`config.mk`:
```
export PLATFORM = sky130hd
export DESIGN_NAME = frontend_top
export DESIGN_NICKNAME = d
export VERILOG_FILES = /design/src/hdl/rv_decode_pkg.sv /design/src/hdl/inst_if.sv /design/src/hdl/frontend_top.sv /design/src/hdl/idu.sv /design/src/hdl/ifu.sv
export SDC_FILE = /design/constraint.sdc
export NUM_CORES = 1
export LEC_CHECK = 0
export BUFFER_PORTS_ARGS = -buffer_cell sky130_fd_sc_hd__buf_4
export CAP_MARGIN = 20
export CORE_MARGIN = 1.5
export CORE_UTILIZATION = 50
export DETAILED_ROUTE_END_ITERATION = 7
export GPL_TIMING_DRIVEN = 0
export PLACE_DENSITY = 0.72
export SYNTH_ARGS = -nofsm -noshare
export SYNTH_HDL_FRONTEND = slang
export SYNTH_SLANG_ARGS = --single-unit
```
`constraint.sdc`:
```
create_clock -name clk -period 7.6 [get_ports clk]
set_clock_uncertainty 0.1 [all_clocks]
set_input_delay 0.38 -clock clk [delete_from_list [all_inputs] [get_ports clk]]
set_output_delay 0.38 -clock clk [all_outputs]
set_load 0.02 [all_outputs]
```
`src/hdl/rv_decode_pkg.sv`:
```
// RV64IM decode definitions
`default_nettype none

package rv_decode_pkg;

    localparam int XLEN = 64;                 // pc and immediate width
    localparam int ILEN = 32;                 // instruction word width

    // one code per decoded operation
    typedef enum logic [7:0] {
        OP_ILLEGAL,                           // fallback, unknown word
        OP_LB, OP_LH, OP_LW, OP_LD,           // loads
        OP_LBU, OP_LHU, OP_LWU,
        OP_SB, OP_SH, OP_SW, OP_SD,           // stores
        OP_ADDI, OP_SLTI, OP_SLTIU,           // immediate alu
        OP_XORI, OP_ORI, OP_ANDI,
        OP_SLLI, OP_SRLI, OP_SRAI,            // immediate shifts, 6-bit shamt
        OP_ADDIW, OP_SLLIW, OP_SRLIW, OP_SRAIW,
        OP_ADD, OP_SUB, OP_SLL, OP_SLT,       // register alu
        OP_SLTU, OP_XOR, OP_SRL, OP_SRA,
        OP_OR, OP_AND,
        OP_ADDW, OP_SUBW, OP_SLLW,            // 32-bit word ops
        OP_SRLW, OP_SRAW,
        OP_MUL, OP_DIV, OP_DIVU,              // M extension
        OP_REM, OP_REMU,
        OP_MULW, OP_DIVW, OP_DIVUW,
        OP_REMW, OP_REMUW,
        OP_LUI, OP_AUIPC,                     // upper immediates
        OP_JAL, OP_JALR,                      // jumps
        OP_BEQ, OP_BNE, OP_BLT,               // conditional branches
        OP_BGE, OP_BLTU, OP_BGEU,
        OP_CSRRW, OP_CSRRS,                   // csr access
        OP_ECALL, OP_EBREAK, OP_MRET          // system
    } op_e;

    // immediate layout selector
    typedef enum logic [2:0] {
        FMT_R,                                // no immediate
        FMT_I,
        FMT_SH,                               // shift amount only
        FMT_S,
        FMT_B,
        FMT_U,
        FMT_J,
        FMT_NONE                              // system and illegal
    } fmt_e;

    // fetch bus phases
    typedef enum logic [1:0] {
        IDLE,                                 // bus released, about to request
        REQ,                                  // mem_req high, waiting for ack
        WAIT_RELEASE,                         // req dropped, waiting for ack low
        HOLD                                  // bus idle, word waiting for decode
    } fetch_st_e;

endpackage

`default_nettype wire

```
`src/hdl/inst_if.sv`:
```
// Fetch to decode link
`timescale 1ns/10ps
`default_nettype none

interface inst_if import rv_decode_pkg::*; ();

    logic            valid;        // fetched word present
    logic            ready;        // decode can take it
    logic [XLEN-1:0] pc;           // address of inst
    logic [ILEN-1:0] inst;         // raw instruction word
    logic            redirect;     // jal accepted, one cycle
    logic [XLEN-1:0] redirect_pc;  // jump target

    modport fetch (
        output valid, pc, inst,
        input  ready, redirect, redirect_pc
    );

    modport decode (
        input  valid, pc, inst,
        output ready, redirect, redirect_pc
    );

endinterface

`default_nettype wire

```
`src/hdl/frontend_top.sv`:
```
// RV64IM fetch and decode front end
`timescale 1ns/10ps
`default_nettype none

module frontend_top import rv_decode_pkg::*; #(
    parameter logic [XLEN-1:0] RESET_PC = 64'h0000_0000_8000_0000  // boot address
) (
    input  logic            clk,
    input  logic            rst,
    // instruction memory, four-phase
    output logic            mem_req,
    output logic [XLEN-1:0] mem_addr,
    input  logic            mem_ack,
    input  logic [ILEN-1:0] mem_rdata,
    // decoded record
    output logic            dec_valid,
    input  logic            dec_ready,
    output logic [XLEN-1:0] dec_pc,
    output op_e             dec_op,
    output logic [4:0]      dec_rd,
    output logic [4:0]      dec_rs1,
    output logic [4:0]      dec_rs2,
    output logic [XLEN-1:0] dec_imm
);

    inst_if i_inst_if ();              // fetch to decode, redirect back

    ifu #(
        .RESET_PC (RESET_PC)
    ) i_ifu (
        .clk       (clk),
        .rst       (rst),
        .mem_req   (mem_req),
        .mem_addr  (mem_addr),
        .mem_ack   (mem_ack),
        .mem_rdata (mem_rdata),
        .fetch     (i_inst_if.fetch)
    );

    idu i_idu (
        .clk       (clk),
        .rst       (rst),
        .decode    (i_inst_if.decode),
        .dec_valid (dec_valid),
        .dec_ready (dec_ready),
        .dec_pc    (dec_pc),
        .dec_op    (dec_op),
        .dec_rd    (dec_rd),
        .dec_rs1   (dec_rs1),
        .dec_rs2   (dec_rs2),
        .dec_imm   (dec_imm)
    );

endmodule

`default_nettype wire

```
`src/hdl/idu.sv`:
```
// Instruction decode unit
`timescale 1ns/10ps
`default_nettype none

module idu import rv_decode_pkg::*; (
    input  logic            clk,
    input  logic            rst,
    inst_if.decode          decode,
    output logic            dec_valid,
    input  logic            dec_ready,
    output logic [XLEN-1:0] dec_pc,
    output op_e             dec_op,
    output logic [4:0]      dec_rd,
    output logic [4:0]      dec_rs1,
    output logic [4:0]      dec_rs2,
    output logic [XLEN-1:0] dec_imm
);

    logic [ILEN-1:0] inst;
    logic [16:0]     key;          // funct7, funct3, major opcode
    op_e             op_d;
    fmt_e            fmt_d;
    logic [XLEN-1:0] imm_d;
    logic            accept;

    assign inst = decode.inst;
    assign key  = {inst[31:25], inst[14:12], inst[6:0]};

    always_comb begin
        op_d = OP_ILLEGAL;
        if (inst == 32'h0000_0073) begin
            op_d = OP_ECALL;
        end else if (inst == 32'h0010_0073) begin
            op_d = OP_EBREAK;
        end else if (inst == 32'h3020_0073) begin
            op_d = OP_MRET;
        end else begin
            casez (key)
                17'b???????_000_0000011: op_d = OP_LB;     // loads
                17'b???????_001_0000011: op_d = OP_LH;
                17'b???????_010_0000011: op_d = OP_LW;
                17'b???????_011_0000011: op_d = OP_LD;
                17'b???????_100_0000011: op_d = OP_LBU;
                17'b???????_101_0000011: op_d = OP_LHU;
                17'b???????_110_0000011: op_d = OP_LWU;
                17'b???????_000_0100011: op_d = OP_SB;     // stores
                17'b???????_001_0100011: op_d = OP_SH;
                17'b???????_010_0100011: op_d = OP_SW;
                17'b???????_011_0100011: op_d = OP_SD;
                17'b???????_000_0010011: op_d = OP_ADDI;
                17'b???????_010_0010011: op_d = OP_SLTI;
                17'b???????_011_0010011: op_d = OP_SLTIU;
                17'b???????_100_0010011: op_d = OP_XORI;
                17'b???????_110_0010011: op_d = OP_ORI;
                17'b???????_111_0010011: op_d = OP_ANDI;
                17'b000000?_001_0010011: op_d = OP_SLLI;   // bit 25 is shamt[5]
                17'b000000?_101_0010011: op_d = OP_SRLI;
                17'b010000?_101_0010011: op_d = OP_SRAI;
                17'b???????_000_0011011: op_d = OP_ADDIW;
                17'b0000000_001_0011011: op_d = OP_SLLIW;
                17'b0000000_101_0011011: op_d = OP_SRLIW;
                17'b0100000_101_0011011: op_d = OP_SRAIW;
                17'b0000000_000_0110011: op_d = OP_ADD;
                17'b0100000_000_0110011: op_d = OP_SUB;
                17'b0000000_001_0110011: op_d = OP_SLL;
                17'b0000000_010_0110011: op_d = OP_SLT;
                17'b0000000_011_0110011: op_d = OP_SLTU;
                17'b0000000_100_0110011: op_d = OP_XOR;
                17'b0000000_101_0110011: op_d = OP_SRL;
                17'b0100000_101_0110011: op_d = OP_SRA;
                17'b0000000_110_0110011: op_d = OP_OR;
                17'b0000000_111_0110011: op_d = OP_AND;
                17'b0000001_000_0110011: op_d = OP_MUL;    // mul/div group
                17'b0000001_100_0110011: op_d = OP_DIV;
                17'b0000001_101_0110011: op_d = OP_DIVU;
                17'b0000001_110_0110011: op_d = OP_REM;
                17'b0000001_111_0110011: op_d = OP_REMU;
                17'b0000000_000_0111011: op_d = OP_ADDW;
                17'b0100000_000_0111011: op_d = OP_SUBW;
                17'b0000000_001_0111011: op_d = OP_SLLW;
                17'b0000000_101_0111011: op_d = OP_SRLW;
                17'b0100000_101_0111011: op_d = OP_SRAW;
                17'b0000001_000_0111011: op_d = OP_MULW;
                17'b0000001_100_0111011: op_d = OP_DIVW;
                17'b0000001_101_0111011: op_d = OP_DIVUW;
                17'b0000001_110_0111011: op_d = OP_REMW;
                17'b0000001_111_0111011: op_d = OP_REMUW;
                17'b???????_???_0110111: op_d = OP_LUI;
                17'b???????_???_0010111: op_d = OP_AUIPC;
                17'b???????_???_1101111: op_d = OP_JAL;
                17'b???????_000_1100111: op_d = OP_JALR;
                17'b???????_000_1100011: op_d = OP_BEQ;
                17'b???????_001_1100011: op_d = OP_BNE;
                17'b???????_100_1100011: op_d = OP_BLT;
                17'b???????_101_1100011: op_d = OP_BGE;
                17'b???????_110_1100011: op_d = OP_BLTU;
                17'b???????_111_1100011: op_d = OP_BGEU;
                17'b???????_001_1110011: op_d = OP_CSRRW;  // csr address in imm
                17'b???????_010_1110011: op_d = OP_CSRRS;
                default:                 op_d = OP_ILLEGAL;
            endcase
        end
    end

    // format follows the operation
    always_comb begin
        case (op_d)
            OP_LB, OP_LH, OP_LW, OP_LD, OP_LBU, OP_LHU, OP_LWU,
            OP_ADDI, OP_SLTI, OP_SLTIU, OP_XORI, OP_ORI, OP_ANDI,
            OP_ADDIW, OP_JALR, OP_CSRRW, OP_CSRRS:             fmt_d = FMT_I;
            OP_SLLI, OP_SRLI, OP_SRAI,
            OP_SLLIW, OP_SRLIW, OP_SRAIW:                      fmt_d = FMT_SH;
            OP_SB, OP_SH, OP_SW, OP_SD:                        fmt_d = FMT_S;
            OP_BEQ, OP_BNE, OP_BLT, OP_BGE, OP_BLTU, OP_BGEU:  fmt_d = FMT_B;
            OP_LUI, OP_AUIPC:                                  fmt_d = FMT_U;
            OP_JAL:                                            fmt_d = FMT_J;
            OP_ADD, OP_SUB, OP_SLL, OP_SLT, OP_SLTU, OP_XOR,
            OP_SRL, OP_SRA, OP_OR, OP_AND, OP_ADDW, OP_SUBW,
            OP_SLLW, OP_SRLW, OP_SRAW, OP_MUL, OP_DIV, OP_DIVU,
            OP_REM, OP_REMU, OP_MULW, OP_DIVW, OP_DIVUW,
            OP_REMW, OP_REMUW:                                 fmt_d = FMT_R;
            default:                                           fmt_d = FMT_NONE;
        endcase
    end

    // sign-extended immediate per format
    always_comb begin
        case (fmt_d)
            FMT_I:   imm_d = {{(XLEN-12){inst[31]}}, inst[31:20]};
            FMT_SH:  imm_d = {{(XLEN-6){1'b0}}, inst[25:20]};
            FMT_S:   imm_d = {{(XLEN-12){inst[31]}}, inst[31:25], inst[11:7]};
            FMT_B:   imm_d = {{(XLEN-13){inst[31]}}, inst[31], inst[7], inst[30:25],
                              inst[11:8], 1'b0};
            FMT_U:   imm_d = {{(XLEN-32){inst[31]}}, inst[31:12], 12'b0};
            FMT_J:   imm_d = {{(XLEN-21){inst[31]}}, inst[31], inst[19:12], inst[20],
                              inst[30:21], 1'b0};
            default: imm_d = '0;               // R, system, illegal
        endcase
    end

    assign decode.ready       = !dec_valid || dec_ready;  // empty or draining
    assign accept             = decode.valid && decode.ready;
    assign decode.redirect    = accept && (op_d == OP_JAL);
    assign decode.redirect_pc = decode.pc + imm_d;

    always_ff @(posedge clk) begin
        if (rst) begin
            dec_valid <= 1'b0;
        end else if (decode.ready) begin
            dec_valid <= decode.valid;
        end
    end

    always_ff @(posedge clk) begin
        if (accept) begin
            dec_pc  <= decode.pc;
            dec_op  <= op_d;
            dec_rd  <= inst[11:7];
            dec_rs1 <= inst[19:15];
            dec_rs2 <= inst[24:20];
            dec_imm <= imm_d;
        end
    end

    // stalled record must not change
    assert property (@(posedge clk) disable iff (rst)
        dec_valid && !dec_ready |=>
            dec_valid && $stable({dec_pc, dec_op, dec_rd, dec_rs1, dec_rs2, dec_imm}))
        else $error("idu: output record changed while stalled");

endmodule

`default_nettype wire

```
`src/hdl/ifu.sv`:
```
// Instruction fetch unit
`timescale 1ns/10ps
`default_nettype none

module ifu import rv_decode_pkg::*; #(
    parameter logic [XLEN-1:0] RESET_PC = 64'h0000_0000_8000_0000
) (
    input  logic            clk,
    input  logic            rst,
    output logic            mem_req,
    output logic [XLEN-1:0] mem_addr,
    input  logic            mem_ack,
    input  logic [ILEN-1:0] mem_rdata,
    inst_if.fetch           fetch
);

    fetch_st_e       state_q;
    fetch_st_e       state_d;
    logic [XLEN-1:0] pc_q;        // pc of held word, or of the next fetch
    logic [XLEN-1:0] addr_q;      // frozen for one bus transaction
    logic [ILEN-1:0] inst_q;      // held word
    logic            full_q;      // word held for decode
    logic            full_d;
    logic            take;        // handshake to decode
    logic            capture;     // first cycle ack seen

    assign take    = fetch.valid && fetch.ready;
    assign capture = (state_q == REQ) && mem_ack;

    always_comb begin
        full_d = full_q;
        if (capture) begin
            full_d = 1'b1;
        end else if (take) begin
            full_d = 1'b0;             // transferred, jal included
        end
    end

    // four-phase bus sequencing
    always_comb begin
        state_d = state_q;
        case (state_q)
            IDLE: begin
                state_d = REQ;         // only reached with empty hold slot
            end
            REQ: begin
                if (mem_ack) begin
                    state_d = WAIT_RELEASE;
                end
            end
            WAIT_RELEASE: begin
                if (!mem_ack) begin
                    state_d = full_d ? HOLD : IDLE;
                end
            end
            HOLD: begin
                if (!full_d) begin
                    state_d = IDLE;
                end
            end
            default: state_d = IDLE;
        endcase
    end

    always_ff @(posedge clk) begin
        if (rst) begin
            state_q <= IDLE;
            pc_q    <= RESET_PC;
            full_q  <= 1'b0;
        end else begin
            state_q <= state_d;
            full_q  <= full_d;
            if (fetch.redirect) begin
                pc_q <= fetch.redirect_pc;
            end else if (take) begin
                pc_q <= pc_q + XLEN'(4);
            end
        end
    end

    always_ff @(posedge clk) begin
        if (state_q == IDLE) begin
            addr_q <= pc_q;            // address latched as req rises
        end
        if (capture) begin
            inst_q <= mem_rdata;
        end
    end

    assign mem_req     = (state_q == REQ);
    assign mem_addr    = addr_q;
    assign fetch.valid = full_q;
    assign fetch.pc    = pc_q;
    assign fetch.inst  = inst_q;

    // request is held until memory answers
    assert property (@(posedge clk) disable iff (rst)
        $fell(mem_req) |-> $past(mem_ack))
        else $error("ifu: mem_req fell before mem_ack");

    assert property (@(posedge clk) disable iff (rst)
        mem_req && !mem_ack |=> $stable(mem_addr))
        else $error("ifu: mem_addr moved during a request");

endmodule

`default_nettype wire

```
# After elaboration in Yosys (flattened, before gate mapping)
# Memory sizes are Yosys's and may differ from the RTL's.
# Cells that the tools add are included.
dict set report totals {
  rom_bits 192
  ramBits 0
  register_bits 315
  output_inout_bits 217
  latch_bits 0
  input_bits 36
  n_memories 1
  elab_cells 116
}
dict set report op_classes {
  n_mul 0
  reduce_logical 9
  eq_ne 77
  bitwise 0
  order_cmp 0
  n_div 0
  muxes 15
  add_sub_neg 2
  shift 0
}
# memory words word_bits rd rd_ports_with_merged_regs write_ports line
set memory_table {}
lappend memory_table {{(name not given)} 64 3 1 0 0 idu.sv:107} ;# case (op_d)
# op n
set ops {}
lappend ops {{$pmux W64 S6} 1}
lappend ops {{$pmux W6 S61} 1}
lappend ops {{$eq A17 B11 Y1 const B} 10}
lappend ops {{$mux W64} 2}
lappend ops {{$eq A17 B10 Y1 const B} 6}
lappend ops {{$eq A10 B10 Y1 const B} 10}
lappend ops {{$eq A17 B16 Y1 const B} 5}
lappend ops {{$eq A10 B9 Y1 const B} 7}
lappend ops {{$add A64 B3 Y64 const B} 1}
lappend ops {{$add A64 B64 Y64} 1}
lappend ops {{$eq A17 B8 Y1 const B} 3}
lappend ops {{$eq A10 B8 Y1 const B} 4}
lappend ops {{$eq A17 B6 Y1 const B} 2}
lappend ops {{$eq A17 B9 Y1 const B} 2}
lappend ops {{$eq A32 B21 Y1 const B} 1}
lappend ops {{$eq A32 B30 Y1 const B} 1}
lappend ops {{$eq A32 B7 Y1 const B} 1}
lappend ops {{$mux W8} 3}
lappend ops {{$eq A10 B5 Y1 const B} 2}
lappend ops {{$eq A10 B7 Y1 const B} 2}
lappend ops {{$eq A16 B10 Y1 const B} 1}
lappend ops {{$eq A16 B15 Y1 const B} 1}
lappend ops {{$eq A16 B8 Y1 const B} 1}
lappend ops {{$eq A10 B2 Y1 const B} 1}
lappend ops {{other kinds (22)} 34}

# Depth between registers and ports, before layout
dict set report depth {
  ltp_word 11
  depth_mapped 30
  depth_no_buf 26
}

# Cells and area by module
# A second synthesis with hierarchy kept.
dict set report unflattened {
  hier_cells 1538
  area_unflattened_um2 16193.0
}
# mod cells_each n_inst seq_area_each_um2 area_per_inst_um2
set by_module_without_submodules {}
lappend by_module_without_submodules {idu 955 1 3563.4 9374.0}
lappend by_module_without_submodules {ifu 583 1 4224.1 6819.0}

# Least setup slack after synthesis
# OpenSTA, ideal clock, no wires.
dict set report synth_timing {
  path_kind {flip-flop to flip-flop}
  from {reg i_ifu.inst_q[4] (netlist: i_ifu.fetch.inst[4])}
  to {reg i_ifu.pc_q[54] (netlist: i_ifu.fetch.pc[54])}
  setup_slack_ns 1.097
  period_less_slack_ns 6.503
  path_stages_with_launch 28
  t_arrival_ns 6.288
  t_required_ns 7.386
  cell_sequence {edfxtp_1 > buf_6 > nor2b_1 > clkbuf_1 > nand2_1 > o32ai_1 > or4_1 > or4_4 > or2_0 > buf_6 > a211oi_1 > a211oi_1 > a21oi_4 > mux2i_1 > a22oi_1 > fa_1 > nor2b_1 > o2111ai_1 > a21oi_1 > o21ai_0 > a21o_1 > o21ai_0 > a31o_2 > a21oi_1 > o31ai_1 > a31oi_1 > xor2_1 > a2111oi_0}
}
dict set report synth_via {
  elab_chain_cells 11
  elab_cells_between_ends 83
  classes_between {1 x add/sub; 71 x eq/ne; 7 x mux; 3 x reduce/logical; 1 x memory}
}
# item line
set synth_rtl {}
lappend synth_rtl {{from (decl)} ifu.sv:21} ;# logic [ILEN-1:0] inst_q;
lappend synth_rtl {{from (signal assigned)} ifu.sv:86} ;# inst_q <= mem_rdata;
lappend synth_rtl {{$eq A17 B11 Y1 (tied with other cells)} idu.sv:38} ;# casez (key)
lappend synth_rtl {{$pmux W6 S61} idu.sv:38}
lappend synth_rtl {{$mux W8} idu.sv:35} ;# end else if (inst == 32'h3020_0073) begin
lappend synth_rtl {{$mux W8} idu.sv:33} ;# end else if (inst == 32'h0010_0073) begin
lappend synth_rtl {{$mux W8 *} idu.sv:31} ;# if (inst == 32'h0000_0073) begin
lappend synth_rtl {{named net i_idu.op_d[2]} idu.sv:21} ;# op_e op_d;
lappend synth_rtl {{$mem_v2 Z64 W3} --}
lappend synth_rtl {{$mux W3} idu.sv:107}
lappend synth_rtl {{$eq A3 B3 Y1 (tied with other cells)} idu.sv:128} ;# case (fmt_d)
lappend synth_rtl {{$pmux W64 S6} idu.sv:128}
lappend synth_rtl {{$add A64 B64 Y64} idu.sv:144} ;# assign decode.redirect_pc = decode.pc + imm_d;
lappend synth_rtl {{$mux W64} ifu.sv:73} ;# if (fetch.redirect) begin
lappend synth_rtl {{to (signal assigned)} ifu.sv:74} ;# pc_q <= fetch.redirect_pc;
lappend synth_rtl {{to (signal assigned)} ifu.sv:76} ;# pc_q <= pc_q + XLEN'(4);
lappend synth_rtl {{to (decl)} ifu.sv:19} ;# logic [XLEN-1:0] pc_q;
# The timed path passes the listed nets; every way through them passes the cells marked *.
# A chain may end at the register's enable or synchronous reset.

# Final worst setup path
dict set report layout_timing {
  from {reg i_ifu.inst_q[31] (netlist: i_ifu.fetch.inst[31])}
  to {reg i_ifu.pc_q[51] (netlist: i_ifu.fetch.pc[51])}
}
dict set report layout_via {
  elab_chain_cells 11
  elab_cells_between_ends 53
  classes_between {1 x add/sub; 41 x eq/ne; 7 x mux; 3 x reduce/logical; 1 x memory}
}
# item line
set layout_rtl {}
lappend layout_rtl {{$eq A17 B11 Y1 (tied with other cells)} idu.sv:38}
lappend layout_rtl {{$pmux W6 S61} idu.sv:38}
lappend layout_rtl {{$mux W8} idu.sv:35}
lappend layout_rtl {{$mux W8} idu.sv:33}
lappend layout_rtl {{$mux W8} idu.sv:31}
lappend layout_rtl {{$mem_v2 Z64 W3} --}
lappend layout_rtl {{$mux W3} idu.sv:107}
lappend layout_rtl {{$eq A3 B3 Y1 (tied with other cells)} idu.sv:128}
lappend layout_rtl {{$pmux W64 S6 *} idu.sv:128}
lappend layout_rtl {{named net i_idu.imm_d[24]} idu.sv:23} ;# logic [XLEN-1:0] imm_d;
lappend layout_rtl {{$add A64 B64 Y64 *} idu.sv:144}
lappend layout_rtl {{$mux W64 *} ifu.sv:73}
# Marks and branches as above.

==> summary.txt <==
Job
  – Maxcap violations: 0

Min path
  – Hold Path Cell Cnt: 3
  – Hold endpoint: i_ifu.fetch.valid
  – Hold path start: mem_ack
  – Hold WC Path Type: input pin to flop

Synthesis
  – Main combinational cell family by area after synthesis: simple AND/OR/NAND/NOR gates
  – Main synth FF type: edfxtp_1
  – Post-synth EDFFs: 214
  – Post-synthesis xor/xnor area fraction: under 10%
  – Flop and latch count out of synthesis: 282
  – Synth cell types: 94
  – Synthesized Nets: roughly 1,800
  – Synth async-reset ratio: 0%
  – Synth Area in Compound Gates: between 15 and 20%
  – Simple-gate share of the synthesized area: slightly below 20%
  – Mux share of post-synthesis cell area: less than 1%
  – Sequential fraction of the synthesis area: a little under half
  – Post-Syn Area per Cell: between 9 and 10 um2
  – Synth Instances: around 1,700
  – Post-synth design cell area: around 16,000 um2
  – Yosys Warn Count: 0
  – Adder-Cell Fraction of Synth Area: about 5%

Clock network
  – CTS Sinks: 282
  – Clock latency on the worst-skew pair: approximately 560 ps
  – TritonCTS Buffers: 29
  – CTS max path bufs: 3
  – CTS tree: built
  – CTS H-Tree Depth: 1
  – Clock root cell: clkbuf_16
  – Clock transition at the registers of the reported paths: roughly 70 ps

Routing
  – Total wire length: roughly 57,000 um
  – 1st-iter DRT viols: roughly 1,800
  – DRC Markers: 0
  – DR vias: ~15,000
  – Via-per-instance ratio: about 6.3
  – Routed Antenna Nets: 0
  – DR WL/cell: around 23 um
  – First drt pass iteration count: 6

Timing
  – Final TNS setup: 0 ps
  – Max_slew headroom: ~33%
  – Endpoints failing setup: 0
  – Max Fclk: about 140 MHz
  – Final worst path period share: 95.8%
  – Max-slew violations: 0
  – Least-Margin Pin Slew: 1010 ps
  – Fin. Hold Viols: 0
  – RSZ-0062 raised after global routing: no
  – Final Critical Period: 7280 ps

Critical path
  – Reg2reg start: i_ifu.fetch.inst[31]
  – Crit-path most repeated cell: buf_4
  – Crit path DAT: 7650 ps
  – Kind of critical path: flop to flop
  – Crit-path max cell delay: 590 ps
  – Worst path slowest cell: or4_4
  – Worst R2R Path Depth: 29
  – CP endpoint kind: flop
  – Critical-path maximum fanout: 10
  – Critical Path RT: between 7000 and 8000 ps
  – Setup crit start kind: flop
  – R2R Setup Slk: ~320 ps
  – RR Endpoint: i_ifu.fetch.pc[51]

Finish
  – Area Growth Syn to Fin: 26.0%
  – Fin area: between 20,000 and 25,000 um2
  – Fillers: 2,743
  – Area occupied by multi-input gates: about 8000 um2
  – Fraction of layout cells with a size suffix above 1: between 20% and 30%
  – Layout Nets: 2,109
  – Share of the core filled with cells: 63.7%
  – Register area: roughly 7800 um2

Global routing
  – Vias in the first global route: around 15,000
  – First-pass GRT wire length: ~85,000 um
  – Gr usage total: roughly a third
  – Initial antenna violation count: 2
  – Pin count of the biggest net entering global routing: between 50 and 60
  – Global route total overflow: 0

Place
  – Final Wtd Congestion: 0.978
  – # port buffers: between 200 and 300
  – Placed Area: 18,900 um2
  – Dpl hpwl: between 40,000 and 50,000 um

Floorplanning
  – Chip width: about 180 um
  – Io pins: ~250
  – Die ar.: about 34,000 um2
  – Core area: between 30,000 and 40,000 um2
  – DIE HEIGHT: 184 um
  – Num rows: 66
  – Initial core utilization: roughly half

Power
  – Static Leak: between 8 and 9 nW
  – Pwr Density: between 150 and 200 nW/um2
  – VDD IR max: 0.213 mV

Status
  – Status: finished clean
-- synthesized netlist by cell type (30+ instances only) --
| cell type | n | share of area (%) |
|---|---|---|
| buf_4 | 36 | 1.7 |
| a21oi_1 | 147 | 4.5 |
| nand3_1 | 55 | 1.7 |
| nand2_1 | 116 | 2.7 |
| edfxtp_1 | 214 | 39 |
| o21ai_0 | 107 | 3.3 |
| ha_1 | 64 | 4.9 |
| dfxtp_1 | 68 | 8.3 |
| clkbuf_1 | 48 | 1.1 |
| nor2_1 | 150 | 3.4 |
| nand4_1 | 52 | 2.0 |
| nor3_1 | 41 | 1.3 |
| inv_1 | 36 | 0.83 |
| buf_2 | 30 | 0.92 |
| a21o_1 | 61 | 2.8 |
-- flip-flops by register name, summed over array words and instances (netlist names) --
register           cells
i_idu.dec_pc          64
i_ifu.fetch.pc        64
i_ifu.mem_addr        64
i_idu.dec_imm         32
i_ifu.fetch.inst      32
i_idu.dec_op           7
i_idu.dec_rd           5
i_idu.dec_rs1          5
i_idu.dec_rs2          5
i_ifu.state_q          2
i_idu.dec_valid        1
i_ifu.fetch.valid      1
-- area by class of cell --
cell class                      count  share of cell area, %
Multi-Input combinational cell   1229                   38.8
Sequential cell                   282                   37.8
Timing Repair Buffer              308                   12.0
Clock buffer                       33                   3.74
Buffer                            120                   3.30
Tap cell                          442                   2.68
Clock inverter                     20                  0.917
Inverter                           38                  0.698
Antenna cell                        1                 0.0121
-- what timing repair did --
item	4_1_cts	5_1_grt
hold endpoints to repair	32	0
gates resized for setup	18	38
buffers inserted	8	13
pin swaps	2	8
setup endpoints to repair	17	17
hold buffers	32	0
-- metal layers --
metal | part of all wire [%] | wire length (um) | vias to the layer above | global-route usage (%)
li1 | - | - | 7003 | -
met1 | 43 | 24300 | 7443 | 46.0
met2 | 44 | 25100 | 883 | 51.5
met3 | 9.4 | 5300 | 127 | 5.80
met4 | 3.3 | 1840 | 2 | 9.97
met5 | 0.023 | 13 | - | 0
-- through the flow --
stage               worst slack (ps)  hold slack, ps  total power (W)  instances
detailed placement              -788             404          0.00220       2368
floorplan                       1100             346          0.00202       1671
global placement                -642             365          0.00219       2363
global route                   0.605            61.7          0.00373       2472
CTS                             6.48            14.0          0.00364       2461
finish                           318            35.0          0.00363       2473
-- placed cells by master, fill, tap and decap left out, drive strengths merged, types with 27 or more instances in the layout --
master	n
nand3	56
nor3	45
ha	64
clkbuf	87
a31oi	27
nand4	52
nand2	116
a21o	61
inv	37
dfxtp	68
nor4	34
edfxtp	214
o21ai	110
xnor2	29
a21oi	149
buf	342
dlygate4sd3	32
xor2	29
nor2	151
-- cells by family after synthesis --
logic type,Yosys count
multiplexers,7
adder cells (fa/ha/maj),65
buffers and inverters,160
other,1
flip-flops,282
AO/OA/AOI/OAI,494
XOR/XNOR,58
AND/OR/NAND/NOR,604
-- power by group --
part           internal (W)  switching, W
logic              0.000168      0.000285
clock network      0.000828      0.000608
registers           0.00171     0.0000289
total               0.00271      0.000922
-- critical path, delay by kind of cell (launching register included) --
kind / cells / cell delay, ps
buf+inv: 5 / 830
fa+ha+maj: 1 / 280
flops: 1 / 460
compound gates: 11 / 2340
simple gates: 11 / 2830
mux: 1 / 320
-- worst max-delay path by stage --
stage,from,endpoint,slack [ps],cells past startpoint
2_1_floorplan,i_ifu.fetch.inst[4],i_ifu.fetch.pc[54],1100,27
4_1_cts,i_ifu.fetch.inst[29],i_ifu.fetch.pc[51],6,27
5_1_grt,i_ifu.fetch.inst[1],i_ifu.fetch.pc[51],0.6,30
6_report,i_ifu.fetch.inst[31],i_ifu.fetch.pc[51],320,29
3_3_place_gp,i_ifu.fetch.inst[31],i_ifu.fetch.pc[54],-640,25
3_5_place_dp,i_ifu.fetch.inst[30],i_ifu.fetch.pc[63],-790,26
No activity file was read; power rests on OpenSTA's default activity.
